`config.mk`:
```
export PLATFORM = sky130hd
export DESIGN_NAME = mem_sequencer
export DESIGN_NICKNAME = d
export VERILOG_FILES = /design/src/source/mem_pkg.sv /design/src/source/mem_sequencer.sv
export SDC_FILE = /design/constraint.sdc
export NUM_CORES = 1
export LEC_CHECK = 0
export BUFFER_PORTS_ARGS = -buffer_cell sky130_fd_sc_hd__buf_4
export CORE_AREA = 2 2 106 108
export DETAILED_ROUTE_END_ITERATION = 10
export DIE_AREA = 0 0 108 110
export PLACE_DENSITY = 0.73
export SETUP_SLACK_MARGIN = 0.5
export SLEW_MARGIN = 20
export SYNTH_ARGS = -nofsm -noshare
export SYNTH_HDL_FRONTEND = slang
export SYNTH_SLANG_ARGS = --single-unit
```
`constraint.sdc`:
```
create_clock -name clk_i -period 10.8 [get_ports clk_i]
set_clock_uncertainty 0.2 [all_clocks]
set_input_delay 0.54 -clock clk_i [delete_from_list [all_inputs] [get_ports clk_i]]
set_output_delay 0.54 -clock clk_i [all_outputs]
set_load 0.02 [all_outputs]
```
`src/source/mem_pkg.sv`:
```
/* Memory subsystem shared types */

package mem_pkg;

    // Word and address sizes
    localparam int DATA_WIDTH        = 32;
    localparam int DCACHE_ADDR_WIDTH = 8;

    // Default module sizes, overridden from the top level
    localparam int DEFAULT_SRAM_DEPTH = 256;
    localparam int DEFAULT_LINE_BEATS = 4;
    localparam int DEFAULT_BROM_WORDS = 16;

    typedef enum logic [1:0] {
        LOAD  = 2'd0,
        STORE = 2'd1,
        AMO   = 2'd2
    } dcache_op_e;

    // MAX and MIN compare as signed numbers
    typedef enum logic [2:0] {
        SWAP = 3'd0,
        ADD  = 3'd1,
        AND  = 3'd2,
        OR   = 3'd3,
        XOR  = 3'd4,
        MAX  = 3'd5,
        MIN  = 3'd6
    } amo_op_e;

    typedef struct packed {
        dcache_op_e                   op;
        amo_op_e                      amo_op;
        logic [DCACHE_ADDR_WIDTH-1:0] addr;
        logic [DATA_WIDTH-1:0]        wdata;
    } dcache_req_t;

    typedef struct packed {
        logic [DATA_WIDTH-1:0] data;
    } dcache_resp_t;

    typedef struct packed {
        logic                         we;
        logic [DCACHE_ADDR_WIDTH-1:0] addr;
        logic [DATA_WIDTH-1:0]        wdata;
    } sram_cmd_t;

endpackage

```
`src/source/mem_sequencer.sv`:
```
/* Memory request sequencer */

`timescale 1ns/1ps

module mem_sequencer #(
    parameter int LINE_BEATS = mem_pkg::DEFAULT_LINE_BEATS
) (
    input  logic                           clk_i,
    input  logic                           rst_i,

    input  logic                           icache_req_valid_i,
    input  logic [5:0]                     icache_req_line_i,
    output logic                           icache_beat_valid_o,
    output logic [mem_pkg::DATA_WIDTH-1:0] icache_beat_data_o,
    output logic [1:0]                     icache_beat_idx_o,

    input  logic                           dcache_req_valid_i,
    input  mem_pkg::dcache_req_t           dcache_req_i,
    output logic                           dcache_resp_valid_o,
    output mem_pkg::dcache_resp_t          dcache_resp_o,
    output logic                           busy_o,

    output logic                           sram_cmd_valid_o,
    output mem_pkg::sram_cmd_t             sram_cmd_o,
    input  logic [mem_pkg::DATA_WIDTH-1:0] sram_rdata_i,

    output mem_pkg::amo_op_e               amo_op_o,
    output logic [mem_pkg::DATA_WIDTH-1:0] amo_operand_o,
    input  logic [mem_pkg::DATA_WIDTH-1:0] amo_result_i,

    output logic                           beat_start_o,
    output logic                           beat_step_o,
    input  logic [1:0]                     beat_idx_i,
    input  logic                           beat_last_i
);

    import mem_pkg::*;

    typedef enum logic [2:0] {
        IDLE,
        REFILL,
        REFILL_DRAIN,
        DC_READ,
        DC_WRITE,
        AMO_MODIFY,
        RESPOND
    } state_e;

    state_e                       state_q;
    state_e                       state_d;
    dcache_req_t                  req_q;
    logic [5:0]                   line_q;
    logic [DCACHE_ADDR_WIDTH-1:0] refill_addr;

    // Word address of the current beat within the line
    assign refill_addr = DCACHE_ADDR_WIDTH'(32'(line_q) * LINE_BEATS + 32'(beat_idx_i));

    always_comb begin
        state_d = state_q;
        case (state_q)
            IDLE: begin
                // Instruction refill has priority over the data cache
                if (icache_req_valid_i) begin
                    state_d = REFILL;
                end else if (dcache_req_valid_i) begin
                    state_d = (dcache_req_i.op == STORE) ? DC_WRITE : DC_READ;
                end
            end
            REFILL:       state_d = beat_last_i ? REFILL_DRAIN : REFILL;
            REFILL_DRAIN: state_d = IDLE;
            DC_READ:      state_d = (req_q.op == AMO) ? AMO_MODIFY : RESPOND;
            DC_WRITE:     state_d = RESPOND;
            AMO_MODIFY:   state_d = RESPOND;
            RESPOND:      state_d = IDLE;
            default:      state_d = IDLE;
        endcase
    end

    always_ff @(posedge clk_i) begin
        if (rst_i) begin
            state_q             <= IDLE;
            icache_beat_valid_o <= 1'b0;
        end else begin
            state_q             <= state_d;
            // Read data lands one cycle after each refill read
            icache_beat_valid_o <= (state_q == REFILL);
        end
    end

    always_ff @(posedge clk_i) begin
        if (state_q == IDLE) begin
            if (icache_req_valid_i) begin
                line_q <= icache_req_line_i;
            end else if (dcache_req_valid_i) begin
                req_q <= dcache_req_i;
            end
        end
        if (state_q == REFILL) begin
            icache_beat_idx_o <= beat_idx_i;
        end
    end

    // SRAM command for each state
    always_comb begin
        sram_cmd_valid_o = 1'b0;
        sram_cmd_o.we    = 1'b0;
        sram_cmd_o.addr  = req_q.addr;
        sram_cmd_o.wdata = req_q.wdata;
        case (state_q)
            REFILL: begin
                sram_cmd_valid_o = 1'b1;
                sram_cmd_o.addr  = refill_addr;
            end
            DC_READ: begin
                sram_cmd_valid_o = 1'b1;
            end
            DC_WRITE: begin
                sram_cmd_valid_o = 1'b1;
                sram_cmd_o.we    = 1'b1;
            end
            AMO_MODIFY: begin
                sram_cmd_valid_o = 1'b1;
                sram_cmd_o.we    = 1'b1;
                sram_cmd_o.wdata = amo_result_i;
            end
            default: begin
            end
        endcase
    end

    // Read register keeps the old word through the AMO write
    always_comb begin
        dcache_resp_o.data = (req_q.op == STORE) ? '0 : sram_rdata_i;
    end

    assign dcache_resp_valid_o = (state_q == RESPOND);
    assign busy_o              = (state_q != IDLE);
    assign icache_beat_data_o  = sram_rdata_i;

    assign amo_op_o      = req_q.amo_op;
    assign amo_operand_o = req_q.wdata;

    assign beat_start_o = (state_q == IDLE) && icache_req_valid_i;
    assign beat_step_o  = (state_q == REFILL);

endmodule

```
==> results.sh, run 1 <==
export IMPL_start_kind="flip-flop"
export IMPL_post_cts_resize_count=0
export IMPL_dp_hpwl_mm=7.03
export IMPL_maxSlewViolCount=0
export IMPL_finalSetupTns_ps=0
export IMPL_drt_pass1_iterations=4
export IMPL_hold_viol_final=0
export IMPL_seq_area_frac_synth=0.508
export IMPL_clk_latency_ps=320
export IMPL_grt_pass1_vias=2342
export IMPL_slew_headroom=0.453
export IMPL_portBuffers=269
export IMPL_finalCoreUtilization=0.477
export IMPL_path_cells="nor2_8 -> nand2_8 -> mux2_2 -> buf_4"
export IMPL_cts_tree="built"
export IMPL_cts_setup_buffers=0
export IMPL_cts_made_buffers=9
export IMPL_cts_sinks=57
export IMPL_ctsRootBufferMaster="clkbuf_8"
export IMPL_finalWirelength_mm=8.57
export IMPL_cp_end_kind="output port"
export IMPL_areaGrowthSynthToFinish_pct=55.2
export IMPL_syn_nets=360
export IMPL_status="complete, no violations"
export IMPL_post_route_min_period_ps=2730
export IMPL_ir_worst_vdd_v=0.0000837
export IMPL_cap_viol_max_count=0
export IMPL_synthCells=238
export IMPL_nets=566
export IMPL_synthDistinctLibCells=29
export IMPL_synth_area_leaders="edfxtp_1, buf_4, mux2_4"
export IMPL_antenna_found_initial=0
export IMPL_nFillCells=966
export IMPL_path_max_fanout=32
export IMPL_synth_top_cell_area_share=0.484
export IMPL_htreeDepth=3
export IMPL_criticalPathCategory="flip-flop to output port"
export IMPL_cp_data_required_time_ps=10060
export IMPL_path_buf_inv=1
export IMPL_viasPerCell=4.04
export IMPL_crit_arrival_ps=1990
export IMPL_max_stage_delay_ps=760
export IMPL_crit_cells=4
export IMPL_grt_use_total=0.132
export IMPL_fp_dieH_um=110
export IMPL_rsz0062_at_grt="false"
export IMPL_vias=2382
export IMPL_critPathTopFamily="flip-flops"
export IMPL_fmax_mhz=366
export IMPL_synth_area_per_cell_um2=13.8
export IMPL_fp_dieArea_mm2=0.0119
export IMPL_gp_congestion=0.813
export IMPL_worstMarginPinSlew_ps=821
export IMPL_drt_iter0_drc=60
export IMPL_fin_area_mm2=0.00510
export IMPL_grt_max_degree=33
export IMPL_drive_gt1_frac=0.742
export IMPL_core_area_mm2=0.0107
export IMPL_n_antenna_cell=0
export IMPL_holdPathStages=2
export IMPL_setup_violations=0
export IMPL_cts_max_path_buffers=2
export IMPL_placedInstanceArea_mm2=0.00489
export IMPL_rows=38
export IMPL_yosysWarnings=0
export IMPL_leakage_nw=2.42
export IMPL_start_util=0.307
export IMPL_ant_nets=0
export IMPL_post_drt_wl_per_cell_um=14.5
export IMPL_hp_class="primary input to flip-flop"
export IMPL_final_period_utilization=0.253
export IMPL_synth_area_leader_cell="edfxtp_1"
export IMPL_die_width_um=108
export IMPL_netlist_area_mm2=0.00329
export IMPL_io_pins=270
export IMPL_path_clk_slew_ps=60
export IMPL_rr_worst_depth=4
export IMPL_crit_slowest_cell="dfxtp_1"
export IMPL_grt_first_pass_wirelength_mm=11.9
export IMPL_powerDensity_mw_per_mm2=163
export IMPL_ys_ff_latch=57
export IMPL_grt_overflow_total=0
export IMPL_drc=0
export IMPL_holdBufCountCts=0
## per-layer routing
| layer | up-vias | routed length, um | track usage |
|---|---|---|---|
| met4 | 0 | 68 | 0.0357 |
| met3 | 7 | 680 | 0.0388 |
| li1 | 1166 | - | - |
| met2 | 112 | 4440 | 0.233 |
| met5 | - | 0 | 0 |
| met1 | 1097 | 3380 | 0.157 |
## power breakdown
part	leakage [nW]	internal (mW)	switching, mW
registers	0.524	0.277	0.0216
logic	1.80	0.157	0.165
clock network	0.0976	0.128	0.0813
total	2.42	0.563	0.268
## layout by cell type (no fill, tap or decap), drive strengths merged
master    Yosys  routed
nor2b         1       1
clkbuf        4      10
nor3b         1       1
buf          72     271
nand2b        5       5
edfxtp       53      53
a211oi        3       3
nor2          6       6
mux2         40      40
and2         33      33
clkinv        0       2
clkinvlp      0       2
bufinv        0       2
o21a          1       1
o21ai         1       1
and2b         1       1
a31o          1       1
nand2         3       3
a21oi         2       2
o21bai        1       1
nor3          4       4
dfxtp         4       4
inv           2       2
## cell usage after synthesis (all sizes together)
library cell,number
nand2,3
edfxtp,53
a21oi,2
o21ai,1
nor3b,1
and2b,1
a31o,1
nor2,6
o21bai,1
nand2b,5
o21a,1
mux2,40
nor3,4
nor2b,1
dfxtp,4
inv,2
and2,33
a211oi,3
buf,72
clkbuf,4
## final timing paths
check	from	slack (ps)	endpoint
max	state_q[1]	8070	sram_cmd_o[31]
min	rst_i	180	icache_beat_valid_o
max reg2reg	state_q[1]	8700	amo_operand_o[1]
min reg2reg	state_q[0]	460	state_q[1]
## stage by stage
| stage | std cells | hold WS [ps] | total power [mW] | setup slack (ps) |
|---|---|---|---|---|
| 3_3_place_gp | 573 | 446 | 0.624 | 8470 |
| 2_1_floorplan | 238 | 377 | 0.515 | 5770 |
| 3_5_place_dp | 573 | 449 | 0.628 | 8410 |
| 4_1_cts | 589 | 157 | 0.844 | 8040 |
| 5_1_grt | 589 | 157 | 0.870 | 7970 |
| 6_report | 589 | 181 | 0.831 | 8070 |
## flip-flops by register name, summed over array words and instances (netlist names)
signal               flops
state_q                  3
req_q                   10
line_q                   6
icache_beat_idx_o        2
amo_op_o                 3
amo_operand_o           32
icache_beat_valid_o      1
## final cells by class
| cell class | count | area, um^2 | area share |
|---|---|---|---|
| Timing Repair Buffer | 271 | 2030 | 0.399 |
| Sequential cell | 57 | 1670 | 0.328 |
| Multi-Input combinational cell | 103 | 1000 | 0.196 |
| Tap cell | 140 | 175 | 0.0343 |
| Clock buffer | 10 | 128 | 0.0250 |
| Clock inverter | 6 | 82.6 | 0.0162 |
| Inverter | 2 | 10.0 | 0.00196 |
## logic make-up after synthesis
kind of cell / after synthesis / share of synthesized area
AO/OA/AOI/OAI: 9 / 0.0186
buffers and inverters: 78 / 0.189
multiplexers: 40 / 0.171
flip-flops: 57 / 0.508
AND/OR/NAND/NOR: 54 / 0.113
(Power assumes the default switching activity.)
==> run 2: changes to the inputs <==
--- a/config.mk
+++ b/config.mk
@@ -5,11 +5,12 @@
 export SDC_FILE = /design/constraint.sdc
 export NUM_CORES = 1
 export LEC_CHECK = 0
+export ABC_AREA = 1
 export BUFFER_PORTS_ARGS = -buffer_cell sky130_fd_sc_hd__buf_4
-export CORE_AREA = 2 2 106 108
+export CORE_AREA = 2 2 105 107
 export DETAILED_ROUTE_END_ITERATION = 10
-export DIE_AREA = 0 0 108 110
-export PLACE_DENSITY = 0.73
+export DIE_AREA = 0 0 107 109
+export PLACE_DENSITY = 0.76
 export SETUP_SLACK_MARGIN = 0.5
 export SLEW_MARGIN = 20
 export SYNTH_ARGS = -nofsm -noshare
==> constraint.sdc (replaced) <==
create_clock -name clk_i -period 2.2 [get_ports clk_i]
set_clock_uncertainty 0.2 [all_clocks]
set_input_delay 0.11 -clock clk_i [delete_from_list [all_inputs] [get_ports clk_i]]
set_output_delay 0.11 -clock clk_i [all_outputs]
set_load 0.02 [all_outputs]
==> results.sh, run 2 <==
export IMPL_finalWorstSetupSlack_ps=477
export IMPL_mostFrequentLayoutCells="buf_4, inv_1, dlygate4sd3_1"
export IMPL_synth_edf_count=53
export IMPL_post_drt_wl_per_cell_um=15.2
export IMPL_grt_pass1_vias=3330
export IMPL_hold_viol_final=0
export IMPL_netlist_area_mm2=0.00322
export IMPL_cp_end_kind="output port"
export IMPL_finalWirelength_mm=12.4
export IMPL_grt_use_met3=0.0383
export IMPL_setup_violations=0
export IMPL_ctsRootBufferMaster="clkbuf_8"
export IMPL_hp_class="primary input to output port"
export IMPL_final_period_utilization=0.783
export IMPL_cap_viol_max_count=0
export IMPL_cp_data_required_time_ps=1890
export IMPL_powerDensity_mw_per_mm2=740
export IMPL_gp_congestion=0.754
export IMPL_cts_max_path_buffers=2
export IMPL_grt_overflow_total=0
export IMPL_synth_area_leader_cell="edfxtp_1"
export IMPL_synth_area_per_cell_um2=8.68
export IMPL_dp_hpwl_mm=7.16
export IMPL_leakage_nw=3.25
export IMPL_synth_most_common_cell="inv_1"
export IMPL_ys_ff_latch=57
export IMPL_fp_dieH_um=109
export IMPL_cts_tree="built"
export IMPL_drc=0
export IMPL_start_util=0.304
export IMPL_synthDistinctLibCells=21
export IMPL_core_area_mm2=0.0106
export IMPL_cts_sinks=57
export IMPL_rsz0062_at_grt="true"
export IMPL_start_kind="flip-flop"
export IMPL_synth_commonest_cells="inv_1, nand2_1, buf_4"
export IMPL_die_width_um=107
export IMPL_path_max_fanout=8
export IMPL_fin_area_mm2=0.00640
export IMPL_io_pins=270
export IMPL_grt_first_pass_wirelength_mm=16.7
export IMPL_maxSlewViolCount=0
export IMPL_htreeDepth=3
export IMPL_final_common_cell="buf_4"
export IMPL_fmax_mhz=580
export IMPL_drive_gt1_frac=0.564
export IMPL_placedInstanceArea_mm2=0.00492
export IMPL_largest_reg_flops=32
export IMPL_seq_area_frac_synth=0.519
export IMPL_drt_pass1_iterations=4
export IMPL_areaGrowthSynthToFinish_pct=98.7
export IMPL_synthCells=371
export IMPL_ir_worst_vdd_v=0.000716
export IMPL_cts_made_buffers=9
export IMPL_yosysWarnings=0
export IMPL_grt_busiest_layer="met2"
export IMPL_grt_use_met2=0.361
export IMPL_path_clk_slew_ps=60
export IMPL_grt_max_degree=33
export IMPL_nets=792
export IMPL_criticalPathCategory="flip-flop to output port"
export IMPL_synth_top_cell_area_share=0.494
export IMPL_crit_arrival_ps=1410
export IMPL_grt_use_total=0.187
export IMPL_antenna_found_initial=0
export IMPL_dp_slack_ps=425
export IMPL_syn_nets=493
export IMPL_async_flop_share=0
export IMPL_vias=3506
export IMPL_fp_dieArea_mm2=0.0117
export IMPL_viasPerCell=4.30
export IMPL_synth_ff_type="edfxtp_1"
export IMPL_drt_iter0_drc=187
export IMPL_worstMarginPinSlew_ps=225
export IMPL_synth_area_leaders="edfxtp_1, buf_4, inv_1"
export IMPL_ant_nets=0
export IMPL_met1_usage=0.206
export IMPL_portBuffers=269
export IMPL_clk_latency_ps=320
export IMPL_slew_headroom=0.849
export IMPL_post_route_min_period_ps=1720
export IMPL_status="complete, no violations"
export IMPL_n_antenna_cell=0
export IMPL_rows=38
run 2: cell count changes after synthesis, sizes merged, moves of 5 or more:
cell    change
nand2      +67
inv        +75
and2       -33
nand2b      -5
nor2       +40
mux2       -40
o21ai      +32
nand3       +5
run 2: critical path: stages (launching register included):
cell and delay (ps):
dfxtp_4 420, buf_4 160, nand3_4 160, o21ai_2 180, buf_4 160
run 2: metal layers:
layer	share of wire	up-vias
li1	-	1686
met1	0.36	1634
met2	0.56	172
met3	0.069	14
met4	0.013	0
met5	0	-
run 2: path summary, 6_finish.rpt:
kind | from | to | slack, ps | cells past startpoint
hold / removal | sram_rdata_i[15] | icache_beat_data_o[15] | 230 | 2
hold reg to reg | state_q[1] | state_q[2] | 500 | 3
setup reg to reg | state_q[2] | req_q[39] | 480 | 6
setup / recovery | state_q[2] | sram_cmd_o[17] | 480 | 4
run 2: what timing repair did:
action | 4_1_cts | 5_1_grt
cloned | 7 | 7
setup buffers | 16 | 7
hold buffers | 57 | 0
gates resized for setup | 56 | 57
endpoints found under the hold margin | 57 | 0
pin swaps | 15 | 10
endpoints found under the setup margin | 73 | 120
run 2: report_power, final:
| part | internal, mW | switching [mW] |
|---|---|---|
| clock network | 0.516 | 0.431 |
| logic | 1.09 | 1.22 |
| registers | 1.37 | 0.104 |
run 2: cell families after synthesis:
family,Yosys count,synth area share
flip-flops,57,0.519
AND/OR/NAND/NOR,123,0.160
buffers and inverters,154,0.262
AO/OA/AOI/OAI,37,0.0583
run 2: final cells by class:
cell class / instances / area (um^2)
clock buffer: 10 / 128
clock inverter: 6 / 58.8
fill: 813 / 4210
inverter: 77 / 309
multi-input combinational: 167 / 1010
sequential: 57 / 1680
tap: 140 / 175
timing repair buffer: 358 / 3030
run 2: per-stage QoR:
step / total power [mW] / cells / hold slack, ps / TNS (ps) / util
6_report: 4.73 / 815 / 229 / 0 / 0.603
5_1_grt: 4.96 / 815 / 233 / 0 / 0.603
4_1_cts: 4.47 / 801 / 229 / 0 / 0.571
3_5_place_dp: 3.08 / 705 / 89.3 / 0 / 0.464
3_3_place_gp: 3.05 / 705 / 87.8 / 0 / 0.464
2_1_floorplan: 2.43 / 371 / -17.6 / -7820 / -
