$ cat config.mk
export PLATFORM = sky130hd
export DESIGN_NAME = amo_alu
export DESIGN_NICKNAME = d
export VERILOG_FILES = /design/src/source/mem_pkg.sv /design/src/source/amo_alu.sv
export SDC_FILE = /design/constraint.sdc
export NUM_CORES = 1
export LEC_CHECK = 0
export BUFFER_PORTS_ARGS = -buffer_cell sky130_fd_sc_hd__buf_2
export CORE_MARGIN = 10
export CORE_UTILIZATION = 55
export DETAILED_ROUTE_END_ITERATION = 10
export PLACE_DENSITY = 0.86
export SLEW_MARGIN = 5
export SYNTH_ARGS = -nofsm -noshare
export SYNTH_HDL_FRONTEND = slang
export SYNTH_SLANG_ARGS = --single-unit
$ cat constraint.sdc
create_clock -name vclk -period 8.04
set_clock_uncertainty 0.05 [all_clocks]
set_input_delay 0.804 -clock vclk [all_inputs]
set_output_delay 0.804 -clock vclk [all_outputs]
set_load 0.02 [all_outputs]
$ cat src/source/mem_pkg.sv
/* Memory subsystem shared types */

package mem_pkg;

    // Word and address sizes
    localparam int DATA_WIDTH        = 32;
    localparam int DCACHE_ADDR_WIDTH = 8;

    // Default module sizes, overridden from the top level
    localparam int DEFAULT_SRAM_DEPTH = 256;
    localparam int DEFAULT_LINE_BEATS = 4;
    localparam int DEFAULT_BROM_WORDS = 16;

    typedef enum logic [1:0] {
        LOAD  = 2'd0,
        STORE = 2'd1,
        AMO   = 2'd2
    } dcache_op_e;

    // MAX and MIN compare as signed numbers
    typedef enum logic [2:0] {
        SWAP = 3'd0,
        ADD  = 3'd1,
        AND  = 3'd2,
        OR   = 3'd3,
        XOR  = 3'd4,
        MAX  = 3'd5,
        MIN  = 3'd6
    } amo_op_e;

    typedef struct packed {
        dcache_op_e                   op;
        amo_op_e                      amo_op;
        logic [DCACHE_ADDR_WIDTH-1:0] addr;
        logic [DATA_WIDTH-1:0]        wdata;
    } dcache_req_t;

    typedef struct packed {
        logic [DATA_WIDTH-1:0] data;
    } dcache_resp_t;

    typedef struct packed {
        logic                         we;
        logic [DCACHE_ADDR_WIDTH-1:0] addr;
        logic [DATA_WIDTH-1:0]        wdata;
    } sram_cmd_t;

endpackage

$ cat src/source/amo_alu.sv
/* Atomic operation datapath */

`timescale 1ns/1ps

module amo_alu (
    input  mem_pkg::amo_op_e               op_i,
    input  logic [mem_pkg::DATA_WIDTH-1:0] old_i,
    input  logic [mem_pkg::DATA_WIDTH-1:0] operand_i,
    output logic [mem_pkg::DATA_WIDTH-1:0] result_o
);

    import mem_pkg::*;

    logic old_is_less;

    // Signed ordering for MAX and MIN
    assign old_is_less = $signed(old_i) < $signed(operand_i);

    always_comb begin
        case (op_i)
            SWAP:    result_o = operand_i;
            ADD:     result_o = old_i + operand_i;
            AND:     result_o = old_i & operand_i;
            OR:      result_o = old_i | operand_i;
            XOR:     result_o = old_i ^ operand_i;
            MAX:     result_o = old_is_less ? operand_i : old_i;
            MIN:     result_o = old_is_less ? old_i : operand_i;
            // Unused encoding leaves memory unchanged
            default: result_o = old_i;
        endcase
    end

endmodule

==> impl_metrics.csv, run 1 <==
group,metric,value,unit
logic_synthesis,postSynthCellCount,778,
pwr,p_leak,2.80,nW
pwr,p_clk_share,0,%
final_layout,nClkBuffers,0,
job,drv_cap,0,
logic_synthesis,yosysWarnings,0,
timing,drv_slew,0,
timing,fin_crit_sh,69.2,%
drt,first_iter_violations,648,
setup_path,end_kind,"primary output",
setup_path,crit_path_cell_trace,"buf_2 -> inv_1 -> ha_1 -> inv_1 -> a221oi_1 -> o21bai_1 -> a2111oi_4 -> nand2b_1 -> and2_1 -> mux2i_4 -> a2111oi_0 -> a21oi_1 -> buf_2",
global_routing,track_usage,24.7,%
global_routing,grt_pass1_wl,28400,um
timing,setup_viol,0,
timing,period_needed,5.57,ns
timing,slew_headroom,29.6,%
global_routing,antenna_found_initial,1,
clocking,cts_resized,0,
timing,fmax,0.180,GHz
setup_path,start_kind,"primary input",
pwr,power,0.000439,W
drt,vias,6208,
final_layout,seqCellArea,0,sq um
setup_path,critPathKind,"in2out",
floorplan,fp.coreArea,0.00915,sq mm
final_layout,syn_to_final_growth,9.22,%
setup_path,required,7.19,ns
final_layout,instances_no_fill,945,
final_layout,nFillCells,886,
place,dp_hpwl,13500,um
min_path,hp-class,"in2out",
drt,drc,0,
floorplan,die_area,0.0136,sq mm
drt,wirelength,18000,um
place,placedInstanceArea,0.00562,sq mm
timing,rsz0062_at_grt,"false",
drt,first_pass_iters,5,
pwr,powerDensity,78.2,mW/mm^2
run_status,status,"completed",
final_layout,drive_gt1_share,13.9,%
place,gp_congestion,0.997,
drt,via_per_inst,6.57,
timing,tightest_slew,1.05,ns
setup_path,max_stage_delay,0.84,ns
logic_synthesis,syn-num-nets,942,
setup_path,critPathArrivalTime,4.71,ns
final_layout,final_net_count,999,
final_layout,post-route-cell-area,0.00562,sq mm
pwr,power_frac_seq,0,%
place,port_buffers,99,
floorplan,pin_count,99,
drt,wl_per_cell,19.1,um
logic_synthesis,syn_avg_cell_area,6.61,sq um
pwr,max-vdd-ir-drop,0.0421,mV
floorplan,dieHeight,117,um
global_routing,grt_pass1_vias,5715,
final_layout,seq_cell_count,0,
clocking,cts_setup_buffers,0,
clocking,ctsHoldBuffers,0,
pwr,swShare,63.3,%
logic_synthesis,synth_cell_types,66,
setup_path,cp_max_fo,24,
pwr,p_switching,0.000278,W
floorplan,rows,35,
floorplan,initial_utilization,56.2,%
global_routing,overflow,0,
global_routing,grt_max_degree,48,
timing,hold_viol,0,
drt,ant_nets,0,
final_layout,utilization,61.4,%
setup_path,slowest_stage,"mux2i_4",
logic_synthesis,ys_seq_area_share,0,%
pwr,p_int,0.000161,W
place,dp.cells,944,
floorplan,dieWidth,117,um
logic_synthesis,syn_area,0.00514,sq mm
timing,tns,0,ns
pwr,comb_power_share,100.0,%
-- cell usage after synthesis (13+ instances only) --
library cell | instances | area [sq um]
nor3_1 | 17 | 85.1
a221oi_1 | 14 | 123
a21oi_1 | 86 | 430
clkbuf_1 | 33 | 124
a211oi_1 | 16 | 120
xnor2_1 | 15 | 131
o211ai_1 | 13 | 97.6
nand2_1 | 72 | 270
o21bai_1 | 14 | 105
o22ai_1 | 21 | 131
mux2i_1 | 21 | 210
nand3_1 | 17 | 85.1
ha_1 | 96 | 1200
nor2_1 | 56 | 210
o21ai_0 | 44 | 220
inv_1 | 88 | 330
-- worst max-delay path, delay by kind of cell --
kind / cells / cell delay, ns
simple gates: 2 / 0.60
compound gates: 5 / 1.51
fa+ha+maj: 1 / 0.45
mux: 1 / 0.84
buf+inv: 4 / 0.49
-- final cells by class --
| type | count | area, sq um | share of cell area [%] |
|---|---|---|---|
| well taps | 111 | 139 | 2.47 |
| multi-input cells | 639 | 4600 | 81.9 |
| diodes | 1 | 2.50 | 0.0445 |
| inverters | 89 | 334 | 5.95 |
| repair buffers | 105 | 541 | 9.62 |
-- path summary, 6_finish.rpt --
path / to / from / depth (start not counted)
setup / recovery: result_o[19] / old_i[30] / 13
hold / removal: result_o[7] / operand_i[7] / 4
-- cells in the final DEF, fill, tap and decap left out, types with 4 or more instances in the layout --
cell type and instances:
o31ai_1 6, a221o_1 5, a21o_1 12, nand2_1 72
nor2b_1 6, a221oi_1 14, nor2_1 56, nand3_1 17
o21a_1 5, a31oi_1 9, xor2_1 4, buf_4 6
buf_2 99, o21bai_1 14, a211o_1 5, o21ai_0 44
a211oi_1 16, nor3_1 17, ha_1 96, inv_1 88
xnor2_1 15, a2111oi_0 5, o221ai_1 11, a21oi_1 86
mux2i_1 21, o22ai_1 21, o211ai_1 13, nand4_1 5
or3_1 5, a22o_1 7
-- layer usage --
layer | global-route usage, % | vias up | share of wire (%)
met5 | 0 | - | 0
met4 | 6.59 | 0 | 2.8
met3 | 3.65 | 50 | 12
met2 | 38.2 | 409 | 42
met1 | 34.8 | 2791 | 43
li1 | - | 2958 | -
-- stage by stage --
| stage | setup slack (ns) | hold WS [ns] |
|---|---|---|
| after floorplan | 3.43 | 1.73 |
| after detailed placement | 2.63 | 1.95 |
| after CTS | 2.61 | 1.95 |
| final | 2.47 | 1.94 |
| after global placement | 2.65 | 1.94 |
| after global routing | 2.29 | 1.97 |
-- kinds of logic (layout without fill, tap and decap cells) --
group	count (synthesis)	in the layout	share of synthesized area [%]
and+or+nand+nor	200	200	18.1
xor gates and xnor gates	19	19	3.24
adders and majority gates	97	97	23.7
other	0	1	0
AOI/OAI and AO/OA	298	298	39.0
muxes	25	25	5.23
buffers and inverters	139	194	10.7
-- power by group through the flow --
stage                Clock [W]  Combinational [W]  Sequential (W)
2_1_floorplan                0           0.000304               0
5_1_grt        0.0000000000166           0.000478               0
4_1_cts                      0           0.000430               0
3_3_place_gp                 0           0.000424               0
6_report       0.0000000000166           0.000439               0
3_5_place_dp                 0           0.000427               0
Note: power is estimated with default switching activity, not from simulation.
==> run 2, diff against run 1 <==
--- a/config.mk
+++ b/config.mk
@@ -5,11 +5,12 @@
 export SDC_FILE = /design/constraint.sdc
 export NUM_CORES = 1
 export LEC_CHECK = 0
+export ABC_AREA = 1
 export BUFFER_PORTS_ARGS = -buffer_cell sky130_fd_sc_hd__buf_2
 export CORE_MARGIN = 10
 export CORE_UTILIZATION = 55
 export DETAILED_ROUTE_END_ITERATION = 10
-export PLACE_DENSITY = 0.86
+export PLACE_DENSITY = 0.89
 export SLEW_MARGIN = 5
 export SYNTH_ARGS = -nofsm -noshare
 export SYNTH_HDL_FRONTEND = slang
==> constraint.sdc (replaced) <==
create_clock -name vclk -period 4.6
set_clock_uncertainty 0.05 [all_clocks]
set_input_delay 0.46 -clock vclk [all_inputs]
set_output_delay 0.46 -clock vclk [all_outputs]
set_load 0.02 [all_outputs]
==> run 2 against run 1 <==
Effect of this change:
- final cell count is 37% higher
- non-clock buffer count grew 4
- global-route usage decreased by 0.96 points
- combinational power is 81% higher
- power grew 81%
- largest cell class unchanged
==> impl_metrics.csv, run 2 <==
group,metric,value,unit
run_status,status,"completed",
global_routing,antenna_found_initial,0,
logic_synthesis,synth_top_area_share,21.1,%
global_routing,grt_max_degree,47,
timing,tightest_slew,1.09,ns
timing,period_needed,3.93,ns
drt,first_iter_violations,747,
setup_path,cp_common_cell,"nor2_1",
final_layout,final_net_count,1323,
floorplan,dieHeight,122,um
floorplan,fp.coreArea,0.0102,sq mm
pwr,max-vdd-ir-drop,0.0698,mV
place,dp_slack,0.744,ns
drt,first_pass_iters,5,
final_layout,seq_cell_count,0,
final_layout,post-route-cell-area,0.00626,sq mm
setup_path,cp_max_fo,32,
global_routing,track_usage,23.8,%
place,port_buffers,99,
timing,setup_viol,0,
logic_synthesis,synth.most_common_cell,"nand2_1",
final_layout,seqCellArea,0,sq um
logic_synthesis,syn_avg_cell_area,5.25,sq um
final_layout,layout_commonest_cell,"nand2_1",
timing,rsz0062_at_grt,"false",
logic_synthesis,synth_top_cell_by_area,"ha_1",
place,dp_hpwl,15400,um
drt,ant_nets,0,
setup_path,required,4.09,ns
setup_path,crit_path_cell_trace,"buf_2 -> inv_1 -> ha_1 -> nor2_1 -> nand3_1 -> nor2_2 -> and3_1 -> nand2_2 -> nand2_4 -> nand2_4 -> nand2_2 -> buf_4 -> nand3_1 -> nand3b_1 -> nor2_1 -> nor2_1 -> buf_2",
drt,via_per_inst,5.77,
global_routing,grt_pass1_vias,6796,
floorplan,initial_utilization,55.9,%
logic_synthesis,synthTopCellsByArea,"ha_1 (21%), nand2_1 (17%), nand3_1 (12%), nor2_1 (11%), inv_1 (9.2%)",
drt,vias,7461,
final_layout,n_antenna_cell,0,
setup_path,critPathKind,"in2out",
setup_path,end_kind,"primary output",
floorplan,die_area,0.0148,sq mm
pwr,powerDensity,127,mW/mm^2
logic_synthesis,yosysWarnings,0,
setup_path,max_stage_delay,0.40,ns
final_layout,syn_to_final_growth,10.0,%
logic_synthesis,ys_seq_area_share,0,%
setup_path,start_kind,"primary input",
setup_path,crit_buf_inv,4,
pwr,power,0.000796,W
job,drv_cap,0,
pwr,p_leak,3.50,nW
drt,wl_per_cell,14.6,um
timing,setup_slack,0.667,ns
setup_path,slowest_stage,"buf_4",
logic_synthesis,synth_cell_types,39,
clocking,cts_setup_buffers,0,
final_layout,drive_gt1_share,11.1,%
drt,wirelength,18900,um
logic_synthesis,synth_common_cells,"nand2_1 (265), nor2_1 (169), inv_1 (139)",
global_routing,overflow,0,
timing,fin_crit_sh,85.5,%
floorplan,pin_count,99,
timing,fmax,0.254,GHz
logic_synthesis,syn-num-nets,1248,
logic_synthesis,syn_area,0.00569,sq mm
place,placedInstanceArea,0.00626,sq mm
timing,drv_slew,0,
setup_path,critPathArrivalTime,3.42,ns
global_routing,grt_pass1_wl,30800,um
timing,slew_headroom,27.1,%
timing,tns,0,ns
place,gp_congestion,1.10,
clocking,cts_resized,0,
clocking,ctsHoldBuffers,0,
final_layout,final_cell_mix,"nand2_1 (265), nor2_1 (169), inv_1 (139)",
timing,hold_viol,0,
drt,drc,0,
min_path,hp-class,"in2out",
final_layout,nClkBuffers,0,
setup_path,crit_family,"simple AND/OR/NAND/NOR gates",
floorplan,dieWidth,122,um
logic_synthesis,postSynthCellCount,1084,
floorplan,rows,37,
## run 2: power breakdown
| part | leakage, nW | switching [W] | internal [W] |
|---|---|---|---|
| Combinational | 3.50 | 0.000539 | 0.000257 |
| Sequential | 0 | 0 | 0 |
| Clock | 0 | 0 | 0 |
| Total | 3.50 | 0.000539 | 0.000257 |
## run 2: path summary, 6_finish.rpt
kind	depth (start not counted)	startpoint	to	slack, ns
max	17	old_i[31]	result_o[17]	0.67
min	4	operand_i[30]	result_o[30]	1.23
## run 2: cell type report
type	count	area [sq um]
Timing Repair Buffer	109	571
Inverter	144	541
Fill cell	1054	3920
Tap cell	136	170
Multi-Input combinational cell	904	4980
## run 2: metrics by stage
| step | utilization (%) | hold WS (ns) | cells |
|---|---|---|---|
| 6_report | 61.5 | 1.23 | 1293 |
| 5_1_grt | 61.5 | 1.25 | 1293 |
| 4_1_cts | 61.5 | 1.23 | 1293 |
| 3_5_place_dp | 61.5 | 1.23 | 1293 |
| 3_3_place_gp | 61.5 | 1.22 | 1293 |
| 2_1_floorplan | - | 1.04 | 1084 |
## run 2: tightest hold or removal path: stages
cell and delay, ns:
buf_2 0.10, a21oi_1 0.06, nand2_1 0.05, buf_2 0.15
## run 2: cell families (layout without fill, tap and decap cells)
group                      Yosys count  after routing  share of synthesized area (%)
buffers and inverters              180            253                           12.8
xor gates and xnor gates             1              1                          0.154
and+or+nand+nor                    620            620                           46.7
AOI/OAI and AO/OA                  186            186                           18.9
adders and majority gates           97             97                           21.5
## run 2: metal layers
layer	global-route usage [%]	routed length [um]	vias to the layer above
li1	-	-	3696
met1	30.1	7910	3306
met2	42.2	8830	425
met3	2.87	1830	34
met4	4.92	330	0
met5	0	0	-
==> run 3, diff against run 2 <==
--- a/config.mk
+++ b/config.mk
@@ -10,6 +10,7 @@
 export CORE_MARGIN = 10
 export CORE_UTILIZATION = 55
 export DETAILED_ROUTE_END_ITERATION = 10
+export GPL_TIMING_DRIVEN = 0
 export PLACE_DENSITY = 0.89
 export SLEW_MARGIN = 5
 export SYNTH_ARGS = -nofsm -noshare
==> run 3 against run 2 <==
Effect of this change:
- worst setup slack improved by 0.13 ns
- first-iteration DRC count fell by 2.8%
- worst hold slack worse by 0.0075 ns
- maximum frequency rose by 3.3%
- clock-buffer cell count unchanged
- final cell count up 2.0%
- sequential cell count unchanged
- via count increased by 4.5%
- utilization increased by 1.0 points
- largest power group unchanged
- highest routed layer unchanged
==> impl_metrics.csv, run 3 (synthesized netlist as in run 2, its figures left out) <==
group,metric,value,unit
place,dp_slack,0.956,ns
floorplan,rows,37,
clocking,cts_resized,0,
min_path,whs_endpoint,"result_o[30]",
setup_path,required,4.09,ns
timing,setup_viol,0,
global_routing,grtUsageMet1,37.5,%
global_routing,grtUsageMet2,49.5,%
setup_path,start_kind,"primary input",
drt,first_iter_violations,726,
global_routing,grt.busiest_layer,"met2",
timing,slew_headroom,34.1,%
global_routing,grt_pass1_wl,36600,um
final_layout,final_cell_mix,"nand2_1 (265), nor2_1 (169), inv_1 (139)",
floorplan,die_area,0.0148,sq mm
clocking,ctsHoldBuffers,0,
job,drv_cap,0,
timing,tightest_slew,0.983,ns
drt,vias,7797,
clocking,cts_setup_buffers,0,
timing,hold_viol,0,
timing,drv_slew,0,
timing,worst_hold_slack,1.23,ns
timing,tns,0,ns
floorplan,dieHeight,122,um
global_routing,track_usage,30.0,%
global_routing,antenna_found_initial,0,
place,gp_congestion,1.07,
final_layout,multi_input_area,0.00497,sq mm
floorplan,fp.coreArea,0.0102,sq mm
setup_path,critPathArrivalTime,3.30,ns
pwr,p_leak,3.53,nW
floorplan,dieWidth,122,um
timing,fin_crit_sh,82.8,%
setup_path,cp_max_fo,10,
drt,drc,0,
global_routing,overflow,0,
final_layout,layout_commonest_cell,"nand2_1",
floorplan,pin_count,99,
setup_path,end_kind,"primary output",
final_layout,nFillCells,1080,
final_layout,n_antenna_cell,0,
min_path,min_from,"operand_i[30]",
final_layout,nClkBuffers,0,
global_routing,use_met3,4.63,%
timing,setup_slack,0.793,ns
global_routing,grt_max_degree,11,
run_status,status,"completed",
final_layout,drive_gt1_share,10.8,%
timing,rsz0062_at_grt,"false",
global_routing,grt_pass1_vias,7190,
place,port_buffers,99,
final_layout,seq_cell_count,0,
drt,wl_per_cell,17.6,um
drt,via_per_inst,5.91,
drt,wirelength,23200,um
floorplan,initial_utilization,55.9,%
final_layout,seqCellArea,0,sq um
min_path,hold_depth,4,
drt,first_pass_iters,6,
setup_path,critPathKind,"in2out",
drt,ant_nets,0,
min_path,hp-class,"in2out",
timing,period_needed,3.81,ns
final_layout,syn_to_final_growth,11.8,%
final_layout,final_net_count,1349,
pwr,powerDensity,136,mW/mm^2
pwr,max-vdd-ir-drop,0.116,mV
timing,fmax,0.263,GHz
place,dp_hpwl,18900,um
-- run 3: report_power, final --
| part | internal [W] | switching (W) | leakage (nW) |
|---|---|---|---|
| Sequential | 0 | 0 | 0 |
| Clock | 0 | 0 | 0 |
| Combinational | 0.000274 | 0.000588 | 3.53 |
-- run 3: critical path, stage by stage --
cell and delay, ns:
buf_2 0.15, inv_1 0.08, ha_1 0.34, o21ai_0 0.27
nand2_1 0.08, nand2_1 0.10, nand2_1 0.07, nand2_1 0.13
nand2_1 0.07, nand2_1 0.16, nand2_2 0.13, nand2_4 0.12
nand2_4 0.07, nand2_2 0.18, buf_6 0.19, buf_6 0.18
nand3_1 0.09, nand3b_1 0.11, nor2_1 0.05, nor2_1 0.09
buf_2 0.17
-- run 3: per-layer routing --
layer,share of wire (%),wire (um)
met1,40,9260
met3,11,2440
met5,0,0
met2,45,10300
met4,5.1,1180
-- run 3: area by class of cell --
class,instances,share of cell area (%)
buffer,36,2.93
tap,136,2.67
inverter,144,8.50
timing repair buffer,99,7.79
multi-input combinational,904,78.1
-- run 3: worst max path at each step --
stage	startpoint	end	depth (start not counted)
6_report	old_i[1]	result_o[17]	21
4_1_cts	old_i[1]	result_o[17]	21
5_1_grt	old_i[1]	result_o[28]	21
3_5_place_dp	old_i[1]	result_o[17]	21
2_1_floorplan	operand_i[31]	result_o[17]	16
3_3_place_gp	old_i[1]	result_o[18]	21
-- run 3: through the flow --
step	cell area (sq um)	utilization [%]	cells	power, W
6_report	6360	62.5	1319	0.000862
4_1_cts	6360	62.5	1319	0.000843
3_3_place_gp	6360	62.4	1319	0.000827
5_1_grt	6360	62.5	1319	0.000949
2_1_floorplan	5690	-	1084	0.000562
3_5_place_dp	6360	62.5	1319	0.000838
