File: config.mk
export PLATFORM = sky130hd
export DESIGN_NAME = bootrom
export DESIGN_NICKNAME = d
export VERILOG_FILES = /design/src/source/mem_pkg.sv /design/src/source/bootrom.sv
export SDC_FILE = /design/constraint.sdc
export NUM_CORES = 1
export LEC_CHECK = 0
export BUFFER_PORTS_ARGS = -buffer_cell sky130_fd_sc_hd__buf_4
export CAP_MARGIN = 20
export CORE_MARGIN = 2
export CORE_UTILIZATION = 40
export DETAILED_ROUTE_END_ITERATION = 10
export GPL_ROUTABILITY_DRIVEN = 0
export HOLD_SLACK_MARGIN = 0.05
export PLACE_DENSITY = 0.66
export SYNTH_ARGS = -nofsm -noshare
export SYNTH_HDL_FRONTEND = slang
export SYNTH_SLANG_ARGS = --single-unit
File: constraint.sdc
create_clock -name clk_i -period 2.9 [get_ports clk_i]
set_input_delay 0.58 -clock clk_i [delete_from_list [all_inputs] [get_ports clk_i]]
set_output_delay 0.58 -clock clk_i [all_outputs]
set_load 0.01 [all_outputs]
File: src/source/mem_pkg.sv
/* Memory subsystem shared types */

package mem_pkg;

    // Word and address sizes
    localparam int DATA_WIDTH        = 32;
    localparam int DCACHE_ADDR_WIDTH = 8;

    // Default module sizes, overridden from the top level
    localparam int DEFAULT_SRAM_DEPTH = 256;
    localparam int DEFAULT_LINE_BEATS = 4;
    localparam int DEFAULT_BROM_WORDS = 16;

    typedef enum logic [1:0] {
        LOAD  = 2'd0,
        STORE = 2'd1,
        AMO   = 2'd2
    } dcache_op_e;

    // MAX and MIN compare as signed numbers
    typedef enum logic [2:0] {
        SWAP = 3'd0,
        ADD  = 3'd1,
        AND  = 3'd2,
        OR   = 3'd3,
        XOR  = 3'd4,
        MAX  = 3'd5,
        MIN  = 3'd6
    } amo_op_e;

    typedef struct packed {
        dcache_op_e                   op;
        amo_op_e                      amo_op;
        logic [DCACHE_ADDR_WIDTH-1:0] addr;
        logic [DATA_WIDTH-1:0]        wdata;
    } dcache_req_t;

    typedef struct packed {
        logic [DATA_WIDTH-1:0] data;
    } dcache_resp_t;

    typedef struct packed {
        logic                         we;
        logic [DCACHE_ADDR_WIDTH-1:0] addr;
        logic [DATA_WIDTH-1:0]        wdata;
    } sram_cmd_t;

endpackage

File: src/source/bootrom.sv
/* Boot ROM */

`timescale 1ns/1ps

module bootrom #(
    parameter int BROM_WORDS = mem_pkg::DEFAULT_BROM_WORDS
) (
    input  logic                          clk_i,
    input  logic                          rst_i,
    input  logic                          req_valid_i,
    input  logic [3:0]                    req_addr_i,
    output logic                          resp_valid_o,
    output logic [mem_pkg::DATA_WIDTH-1:0] resp_data_o
);

    import mem_pkg::*;

    // Boot program followed by its data words
    localparam logic [DATA_WIDTH-1:0] ROM_TABLE [16] = '{
        32'h0000_0297, 32'h0202_8593, 32'hf140_2573, 32'h0182_a283,
        32'h0002_8067, 32'h0000_0013, 32'h0000_0013, 32'h0000_0013,
        32'h8000_0000, 32'h0000_0000, 32'hdead_beef, 32'hcafe_f00d,
        32'h1234_5678, 32'h0bad_c0de, 32'h5555_aaaa, 32'hffff_0000
    };

    logic [DATA_WIDTH-1:0] rom_word;

    // Words past the populated range read as zero
    assign rom_word = (32'(req_addr_i) < BROM_WORDS) ? ROM_TABLE[req_addr_i] : '0;

    always_ff @(posedge clk_i) begin
        if (rst_i) begin
            resp_valid_o <= 1'b0;
        end else begin
            resp_valid_o <= req_valid_i;
        end
    end

    always_ff @(posedge clk_i) begin
        if (req_valid_i) begin
            resp_data_o <= rom_word;
        end
    end

endmodule

==> results of run 1 <==
synth_stat cells, types with 2 or more instances:
library cell,instances,share of area (%)
nand2b_1,2,0.82
o21ai_1,3,0.98
buf_2,2,0.65
nand3_1,3,0.98
o22ai_1,3,1.2
ha_1,8,6.5
buf_4,2,0.98
nand2_1,17,4.2
o21ai_0,9,2.9
edfxtp_1,31,61
buf_6,4,2.9
mux2i_1,2,1.3
and2_1,2,0.82
o21a_1,2,0.98
inv_1,4,0.98
a21oi_1,8,2.6
nor2b_1,5,2.0
nor2_1,10,2.5
how the worst min path moves through the flow:
stage,from,endpoint,slack [ns],cells past startpoint
floorplan,rst_i,resp_valid_o,0.65,1
global placement,rst_i,resp_valid_o,0.74,2
detailed placement,rst_i,resp_valid_o,0.74,2
CTS,rst_i,resp_valid_o,0.44,2
global route,rst_i,resp_valid_o,0.44,2
finish,rst_i,resp_valid_o,0.45,2
layout by cell type (no fill, tap or decap), types with 2 or more instances in the layout:
cell type | Yosys | routed
mux2i_1 | 2 | 2
a21oi_1 | 8 | 8
inv_1 | 4 | 4
o21a_1 | 2 | 2
ha_1 | 8 | 8
nor2_1 | 10 | 10
nand2_1 | 17 | 17
nand2b_1 | 2 | 2
nand3_1 | 3 | 3
and2_1 | 2 | 2
edfxtp_1 | 31 | 31
clkbuf_8 | 0 | 5
buf_4 | 2 | 39
o21ai_0 | 9 | 9
o21ai_1 | 3 | 3
clkbuf_1 | 0 | 2
o22ai_1 | 3 | 3
nor2b_1 | 5 | 5
critical path: stages:
cell	delay [ns]
buf_4	0.17
inv_1	0.14
ha_1	0.37
mux4_2	0.47
per-stage QoR:
step | utilization [%] | instances
6_report | 51.6 | 212
5_1_grt | 51.6 | 212
4_1_cts | 51.6 | 212
3_5_place_dp | 49.4 | 204
3_3_place_gp | 49.4 | 204
2_1_floorplan | - | 126
final cells by class:
class / count / share of cell area, %
well taps: 48 / 3.18
clock inverters: 1 / 0.265
multi-input cells: 80 / 25.7
clock buffers: 7 / 4.04
repair buffers: 39 / 15.5
flip-flops and latches: 32 / 50.3
inverters: 5 / 0.993
layer usage:
layer | wire length [um] | track usage [%] | share of wire [%] | up-vias
li1 | - | - | - | 518
met1 | 1180 | 17.2 | 44 | 465
met2 | 1310 | 20.6 | 49 | 24
met3 | 146 | 4.60 | 5.4 | 5
met4 | 50 | 7.81 | 1.9 | 0
met5 | 0 | 0 | 0 | -
cell families (layout without fill, tap and decap cells):
logic type	count (synthesis)	after routing
DFF	32	32
AOI/OAI and AO/OA	29	29
and+or+nand+nor	40	40
adders and majority gates	8	8
muxes	3	3
buffers and inverters	14	52
power groups by stage:
stage / clock network, W / registers, W / logic, W
global placement: 0 / 0.000575 / 0.000170
global route: 0.000344 / 0.000570 / 0.000186
floorplan: 0 / 0.000598 / 0.0000666
detailed placement: 0 / 0.000576 / 0.000171
finish: 0.000312 / 0.000566 / 0.000170
CTS: 0.000322 / 0.000567 / 0.000171
sequential cells by signal, indices dropped and copies added (netlist names):
signal / flops
resp_valid_o: 1
resp_data_o: 31
==> metrics.md, run 1 <==
| Metric | Value |
|---|---|
| Mapped cell area | `0.00153 mm^2` |
| Clock sinks | `32` |
| Die Ht | `between 60 and 70 um` |
| Max cap viols | `0` |
| Layout Nets | `178` |
| DR iter-0 viols | `37` |
| Yosys cell types | `27` |
| Pre-CTS setup slack | `around 0.90 ns` |
| Clk slew on worst S/H paths | `approximately 0.060 ns` |
| Switching part of the total | `between 20% and 30%` |
| Crit path to | `resp_data_o[15]` |
| FP Rows | `22` |
| First-pass GRT wire length | `~4200 um` |
| Post-synthesis mux area share | `2.78%` |
| Reg power frac | `~54%` |
| Worst Max-Slew Pin Slew | `0.381 ns` |
| Vias per inst | `between 4 and 5` |
| Crit start category | `input port` |
| Int Power | `about 0.00080 W` |
| DRT Pass-1 Iters | `4` |
| Fillers | `324` |
| Initial antenna violation count | `0` |
| Core Area | `about 0.0037 mm^2` |
| GRT Util Overall | `a little over an eighth` |
| Clock share of power | `between 20 and 30%` |
| Status | `complete, no violations` |
| Maximum clock rate | `just under 600 MHz` |
| Die ar. | `between 0.004 and 0.005 mm^2` |
| Net Switching | `roughly 0.00025 W` |
| CTS H-tree depth | `2` |
| Die Wd | `between 60 and 70 um` |
| Worst vdd rail ir drop | `between 0.2 and 0.25 mV` |
| CP Data Arrival Time | `1.73 ns` |
| Final hold vios | `0` |
| Combinational share of power | `between 10% and 20%` |
| Inserted Diodes | `0` |
| Routed WL | `between 2000 and 3000 um` |
| Crit path kind | `in2reg` |
| Yosys warns | `0` |
| Post-synthesis xor/xnor area fraction | `0%` |
| Multi-input gate area | `487 um^2` |
| Number of flops mapped to enable cells by yosys | `31` |
| Wire per inst | `roughly 13 um` |
| Hold WC Path Type | `in2reg` |
| WHS | `between 0.4 and 0.5 ns` |
| Post-synthesis simple-gate area fraction | `11.8%` |
| Reg area | `951 um^2` |
| Ys async rst share | `0%` |
| Clock Path Buffers | `2` |
| Power Density | `554 mW/mm^2` |
| Worst setup margin | `around 1.2 ns` |
| #FFs+latches synth | `32` |
| Total setup buffers inserted after CTS | `0` |
| CP Data Required Time | `about 2.9 ns` |
| Final Setup Violations | `0` |
| ANT nets after route | `0` |
| Post-DP HPWL | `between 1500 and 2000 um` |
| Vias in the first global route | `just over 900` |
| Post-Synth Adder-Cell Area | `between 6 and 7%` |
| Max_slew headroom | `74.6%` |
| Final worst-path cycle share | `59.0%` |
| Largest family of logic cells by synthesized area | `simple AND/OR/NAND/NOR gates` |
| Compound-gate portion of the synthesized area | `between 10% and 20%` |
| Ys flop type | `edfxtp_1` |
| Placed Area | `approximately 0.0018 mm^2` |
| Sequential-to-total area share from yosys stat | `62.1%` |
| Root Buffer | `clkbuf_8` |
| RSZ-0062 raised after global routing | `no` |
| CP startpoint | `req_addr_i[1]` |
| Pwr Total | `around 0.0010 W` |
| Cells after Synth | `~130` |
| Hold-fix buffers, CTS | `0` |
| Tmin final | `roughly 1.7 ns` |
| Proportion of layout cells with a drive suffix above 1 | `29.3%` |
| Residual DRC count | `0` |
| Largest net degree at the start of global routing | `33` |
| Total CTS buffers | `5` |
| Synth Area per Inst | `12.2 um^2` |
| CTS tree | `done` |
| Final Max Slew Viols | `0` |
| Leak | `0.775 nW` |
| Top Ports | `40` |
| Via count | `around 1,000` |
| Area growth from synthesis to layout | `23.4%` |
| Final setup TNS | `0 ns` |
| Initial Util | `between 40% and 50%` |
| Grt total ovfl | `0` |
| Worst Setup End Kind | `register` |
| Cts repair resizes | `0` |
| Port Buffer Count | `39` |
| Syn Nets | `approximately 140` |
| Max FO, Critical Path | `14` |
| Final Cell Area | `approximately 0.0019 mm^2` |
Power figures use the tool's default switching activity.
==> run 2: changes to the inputs <==
Clock period 2.9 ns to 1.8 ns, I/O delays scaled along.
==> metrics.md, run 2 (synthesis results as in run 1) <==
| Metric | Value |
|---|---|
| Final Setup Violations | `0 (unchanged)` |
| Critical-path cell list | `buf_4, inv_1, ha_1, mux4_2` |
| Final setup TNS | `0 ns (unchanged)` |
| Pre-CTS setup slack | `0.0687 ns (-0.834 ns)` |
| Crit path max-delay family | `multiplexers` |
| CP max stage cell | `mux4_2` |
| Inserted Diodes | `0 (unchanged)` |
| Crit start category | `input port` |
| Clock sinks | `32 (unchanged)` |
| Number of cells after detailed placement | `206 (+0.98%)` |
| GRT Util Overall | `12.8% (-0.90 points)` |
| Initial antenna violation count | `0 (unchanged)` |
| Leak | `0.797 nW (+2.9%)` |
| Maximum clock rate | `just under 700 MHz` |
| Routed WL | `2740 um (+1.6%)` |
| Tmin final | `1.45 ns` |
| Port Buffer Count | `39 (unchanged)` |
| Worst vdd rail ir drop | `0.359 mV (+52%)` |
| Max cap viols | `0 (unchanged)` |
| Clock share of power | `35.5% (+5.7 points)` |
| Status | `complete, no violations` |
| Net Switching | `0.000414 W (+68%)` |
| FP Rows | `22 (unchanged)` |
| Residual DRC count | `0 (unchanged)` |
| Total setup buffers inserted after CTS | `0 (unchanged)` |
| Switching part of the total | `22.4% (-1.2 points)` |
| Crit path largest cell delay | `0.48 ns (about the same)` |
| Die Ht | `65.9 um (unchanged)` |
| Crit path kind | `in2reg` |
| Largest net degree at the start of global routing | `33 (unchanged)` |
| Top Ports | `40 (unchanged)` |
| DRT Pass-1 Iters | `4 (unchanged)` |
| Int Power | `0.00143 W (+79%)` |
| Fillers | `333 (+2.8%)` |
| CTS tree | `done` |
| Area growth from synthesis to layout | `26.1%` |
| Reg area | `951 um^2 (unchanged)` |
| Critical path buffers and inverters | `2 (unchanged)` |
| Most common cell after layout, fill and taps aside | `buf_4` |
| Post-DP HPWL | `1950 um (+2.8%)` |
| Grt total ovfl | `0 (unchanged)` |
| Final hold vios | `0 (unchanged)` |
| Total CTS buffers | `5 (unchanged)` |
| CTS H-tree depth | `2 (unchanged)` |
| Combinational share of power | `15.2% (-1.0 points)` |
| Reg power frac | `49.3% (-4.7 points)` |
| Worst Max-Slew Pin Slew | `0.392 ns (+0.0106 ns)` |
| Final worst-path cycle share | `roughly 80%` |
| Clock Path Buffers | `2 (unchanged)` |
| Layout Nets | `180 (+1.1%)` |
| Vias per inst | `4.88 (+2.3%)` |
| Initial Util | `41.8% (unchanged)` |
| RSZ-0062 raised after global routing | `no` |
| Largest register FFs | `31 (unchanged)` |
| Die Wd | `65.9 um (unchanged)` |
| Worst setup margin | `0.351 ns (-0.839 ns)` |
| Hold WC Path Type | `in2reg` |
| Worst Setup End Kind | `register` |
| Final std cells w/o fill | `214 (+0.94%)` |
| ANT nets after route | `0 (unchanged)` |
| Clk slew on worst S/H paths | `0.06 ns (about the same)` |
| First-pass GRT wire length | `4120 um (-2.9%)` |
| Max FO, Critical Path | `10 (-4)` |
| DR iter-0 viols | `20 (-46%)` |
| Power Density | `957 mW/mm^2 (+73%)` |
| Top reg by flops | `resp_data_o` |
| Multi-input gate area | `487 um^2 (unchanged)` |
| Cts repair resizes | `0 (unchanged)` |
| Die ar. | `0.00434 mm^2 (unchanged)` |
| Final Max Slew Viols | `0 (unchanged)` |
| Largest registers | `resp_data_o: 31 flops, resp_valid_o: 1 flops` |
| Most frequent cells in the layout | `41 x buf_4, 31 x edfxtp_1, 17 x nand2_1` |
| Proportion of layout cells with a drive suffix above 1 | `30.7% (+1.5 points)` |
| CP Data Arrival Time | `1.46 ns (-0.27 ns)` |
| Via count | `1,045 (+3.3%)` |
| Root Buffer | `clkbuf_8` |
| Hold-fix buffers, CTS | `0 (unchanged)` |
| Wire per inst | `12.8 um (+0.61%)` |
| Vias in the first global route | `918 (+0.66%)` |
| Max_slew headroom | `73.9% (-0.71 points)` |
| CP Data Required Time | `1.82 ns (-1.10 ns)` |
| Core Area | `0.00366 mm^2 (unchanged)` |
[run 2: cell types whose count changed in the layout (fill, tap and decap cells not counted)]
cell	change
buf_4	+2
bufinv_16	+1
clkbuf_1	-1
[run 2: worst paths after layout]
| check | slack (ns) | from | endpoint | cells after the start |
|---|---|---|---|---|
| setup / recovery | 0.35 | req_addr_i[0] | resp_data_o[15] | 4 |
| hold / removal | 0.23 | rst_i | resp_valid_o | 2 |
[run 2: routing by layer]
| layer | track usage, % | vias to the layer above | share of wire [%] |
|---|---|---|---|
| met5 | 0 | - | 0 |
| met4 | 5.47 | 0 | 2.0 |
| met3 | 4.09 | 7 | 4.8 |
| met2 | 19.8 | 26 | 49 |
| met1 | 16.4 | 488 | 44 |
| li1 | - | 524 | - |
[run 2: per-stage QoR]
| stage | power (W) | util (%) | hold WS [ns] | cell area (um^2) |
|---|---|---|---|---|
| 2_1_floorplan | 0.00107 | - | 0.432 | 1530 |
| 3_5_place_dp | 0.00121 | 49.8 | 0.521 | 1820 |
| 6_report | 0.00185 | 52.8 | 0.227 | 1930 |
| 4_1_cts | 0.00186 | 52.8 | 0.225 | 1930 |
| 5_1_grt | 0.00192 | 52.8 | 0.224 | 1930 |
| 3_3_place_gp | 0.00120 | 49.8 | 0.515 | 1820 |
[run 2: power by group through the flow]
stage / registers [W] / clock network (W) / logic [W]
detailed placement: 0.000929 / 0 / 0.000282
floorplan: 0.000964 / 0 / 0.000107
CTS: 0.000913 / 0.000668 / 0.000283
global placement: 0.000926 / 0 / 0.000278
global route: 0.000918 / 0.000694 / 0.000303
finish: 0.000912 / 0.000657 / 0.000280
[run 2: final cells by class]
cell class                 instances  area share, %
sequential                        32           49.2
multi-input combinational         80           25.2
timing repair buffer              41           15.9
clock buffer                       6           3.76
tap                               48           3.11
clock inverter                     2           1.81
inverter                           5          0.972
==> run 3: changes to the inputs <==
Settings changed: PLACE_DENSITY 0.66 to 0.69.
Clock period 1.8 ns to 1.25 ns, I/O delays scaled along.
==> metrics.md, run 3 (synthesis results as in run 1) <==
| Metric | Value |
|---|---|
| Clk slew on worst S/H paths | `0.07 ns (about the same)` |
| Hold WC Path Type | `in2reg` |
| Largest register FFs | `31 (unchanged)` |
| Hold-fix buffers, CTS | `0 (unchanged)` |
| Maximum clock rate | `roughly 870 MHz` |
| Status | `complete, no violations` |
| Crit path kind | `in2reg` |
| Proportion of layout cells with a drive suffix above 1 | `37.4% (+6.7 points)` |
| Initial Util | `41.8% (unchanged)` |
| Crit path largest cell delay | `0.45 ns (-0.03 ns)` |
| RSZ-0062 raised after global routing | `no` |
| Net Switching | `0.000593 W (+43%)` |
| CP max stage cell | `mux4_2` |
| Final Setup Violations | `0 (unchanged)` |
| Die ar. | `0.00434 mm^2 (unchanged)` |
| Int Power | `0.00201 W (+40%)` |
| Combinational share of power | `17.0% (+1.8 points)` |
| Clock Path Buffers | `2 (unchanged)` |
| Vias per inst | `4.74 (-2.9%)` |
| CTS H-tree depth | `2 (unchanged)` |
| Layout Utilization | `55.9% (+3.1 points)` |
| Most frequent cells in the layout | `54 x buf_4, 31 x edfxtp_1, 17 x nand2_1` |
| Max FO, Critical Path | `5 (-5)` |
| ANT nets after route | `0 (unchanged)` |
| Worst vdd rail ir drop | `0.534 mV (+49%)` |
| Final hold vios | `0 (unchanged)` |
| Largest net degree at the start of global routing | `33 (unchanged)` |
| Switching part of the total | `22.8% (+0.40 points)` |
| Layout Nets | `193 (+7.2%)` |
| Final worst-path cycle share | `92.2%` |
| Post-DP HPWL | `2070 um (+6.2%)` |
| Final Max Slew Viols | `0 (unchanged)` |
| Inserted Diodes | `0 (unchanged)` |
| Tmin final | `around 1.2 ns` |
| Worst Max-Slew Pin Slew | `0.377 ns (-0.0145 ns)` |
| CP Data Required Time | `1.28 ns (-0.54 ns)` |
| GRT Util Overall | `14.2% (+1.4 points)` |
| Most common cell after layout, fill and taps aside | `buf_4` |
| Via count | `1,076 (+3.0%)` |
| Largest registers | `resp_data_o: 31 flops, resp_valid_o: 1 flops` |
| Routed WL | `2790 um (+2.0%)` |
| Fillers | `312 (-6.3%)` |
| Total setup buffers inserted after CTS | `0 (unchanged)` |
| Worst Setup End Kind | `register` |
| Max_slew headroom | `74.9% (+0.97 points)` |
| Final Cell Area | `0.00205 mm^2 (+5.9%)` |
| First-pass GRT wire length | `4350 um (+5.7%)` |
| Top Ports | `40 (unchanged)` |
| Total CTS buffers | `5 (unchanged)` |
| CTS tree | `done` |
| Residual DRC count | `0 (unchanged)` |
| Clock share of power | `32.5% (-3.0 points)` |
| Wire per inst | `12.3 um (-3.9%)` |
| Leak | `0.853 nW (+7.0%)` |
| Reg power frac | `50.5% (+1.2 points)` |
| Cts repair resizes | `0 (unchanged)` |
| Critical-path cell list | `buf_4, clkinvlp_4, ha_4, mux4_2` |
| WHS | `0.120 ns (-0.107 ns)` |
| Max cap viols | `0 (unchanged)` |
| Vias in the first global route | `1,006 (+9.6%)` |
| Crit start category | `input port` |
| FP Rows | `22 (unchanged)` |
| DR iter-0 viols | `17 (-15%)` |
| Top reg by flops | `resp_data_o` |
| Die Wd | `65.9 um (unchanged)` |
| CP Data Arrival Time | `1.18 ns (-0.28 ns)` |
| Core Area | `0.00366 mm^2 (unchanged)` |
| Die Ht | `65.9 um (unchanged)` |
| Area growth from synthesis to layout | `33.6%` |
| DRT Pass-1 Iters | `4 (unchanged)` |
| Placed Area | `0.00195 mm^2 (+6.7%)` |
| Root Buffer | `clkbuf_8` |
| Port Buffer Count | `39 (unchanged)` |
| Grt total ovfl | `0 (unchanged)` |
| Power Density | `1270 mW/mm^2 (+33%)` |
| Pwr Total | `0.00260 W (+41%)` |
| Initial antenna violation count | `0 (unchanged)` |
| Clock sinks | `32 (unchanged)` |
[run 3: area by class of cell]
cell class                      instances  area, um^2  share of cell area, %
Clock buffer                            8         100                   4.89
Timing Repair Buffer                   54         405                   19.8
Tap cell                               48        60.1                   2.94
Sequential cell                        32         951                   46.5
Multi-Input combinational cell         80         499                   24.4
Inverter                                5        30.0                   1.47
[run 3: routing by layer]
metal	vias up	track usage, %	share of wire [%]
li1	549	-	-
met1	477	15.7	41
met2	39	22.2	49
met3	11	4.26	5.5
met4	0	11.7	4.4
met5	-	0	0
[run 3: final timing paths]
check,from,endpoint,slack [ns],cells past startpoint
worst max-delay path,req_addr_i[0],resp_data_o[15],0.1,4
worst min-delay path,rst_i,resp_valid_o,0.12,2
[run 3: critical path, delay by kind of cell]
family / cells / cell delay, ns
buf+inv: 2 / 0.24
fa+ha+maj: 1 / 0.24
mux: 1 / 0.45
[run 3: power groups by stage]
stage	Clock (W)	Combinational [W]	Sequential (W)
after floorplan	0	0.000166	0.00139
after global placement	0	0.000438	0.00133
after detailed placement	0	0.000445	0.00134
after CTS	0.000866	0.000446	0.00131
after global routing	0.000912	0.000484	0.00132
final	0.000844	0.000442	0.00131
[run 3: metrics by stage]
stage	instances	setup TNS [ns]	setup WS (ns)
2_1_floorplan	126	-0.121	-0.0935
3_3_place_gp	219	-1.87	-0.164
3_5_place_dp	219	-2.43	-0.206
4_1_cts	227	0	0.108
5_1_grt	227	0	0.0419
6_report	227	0	0.0977
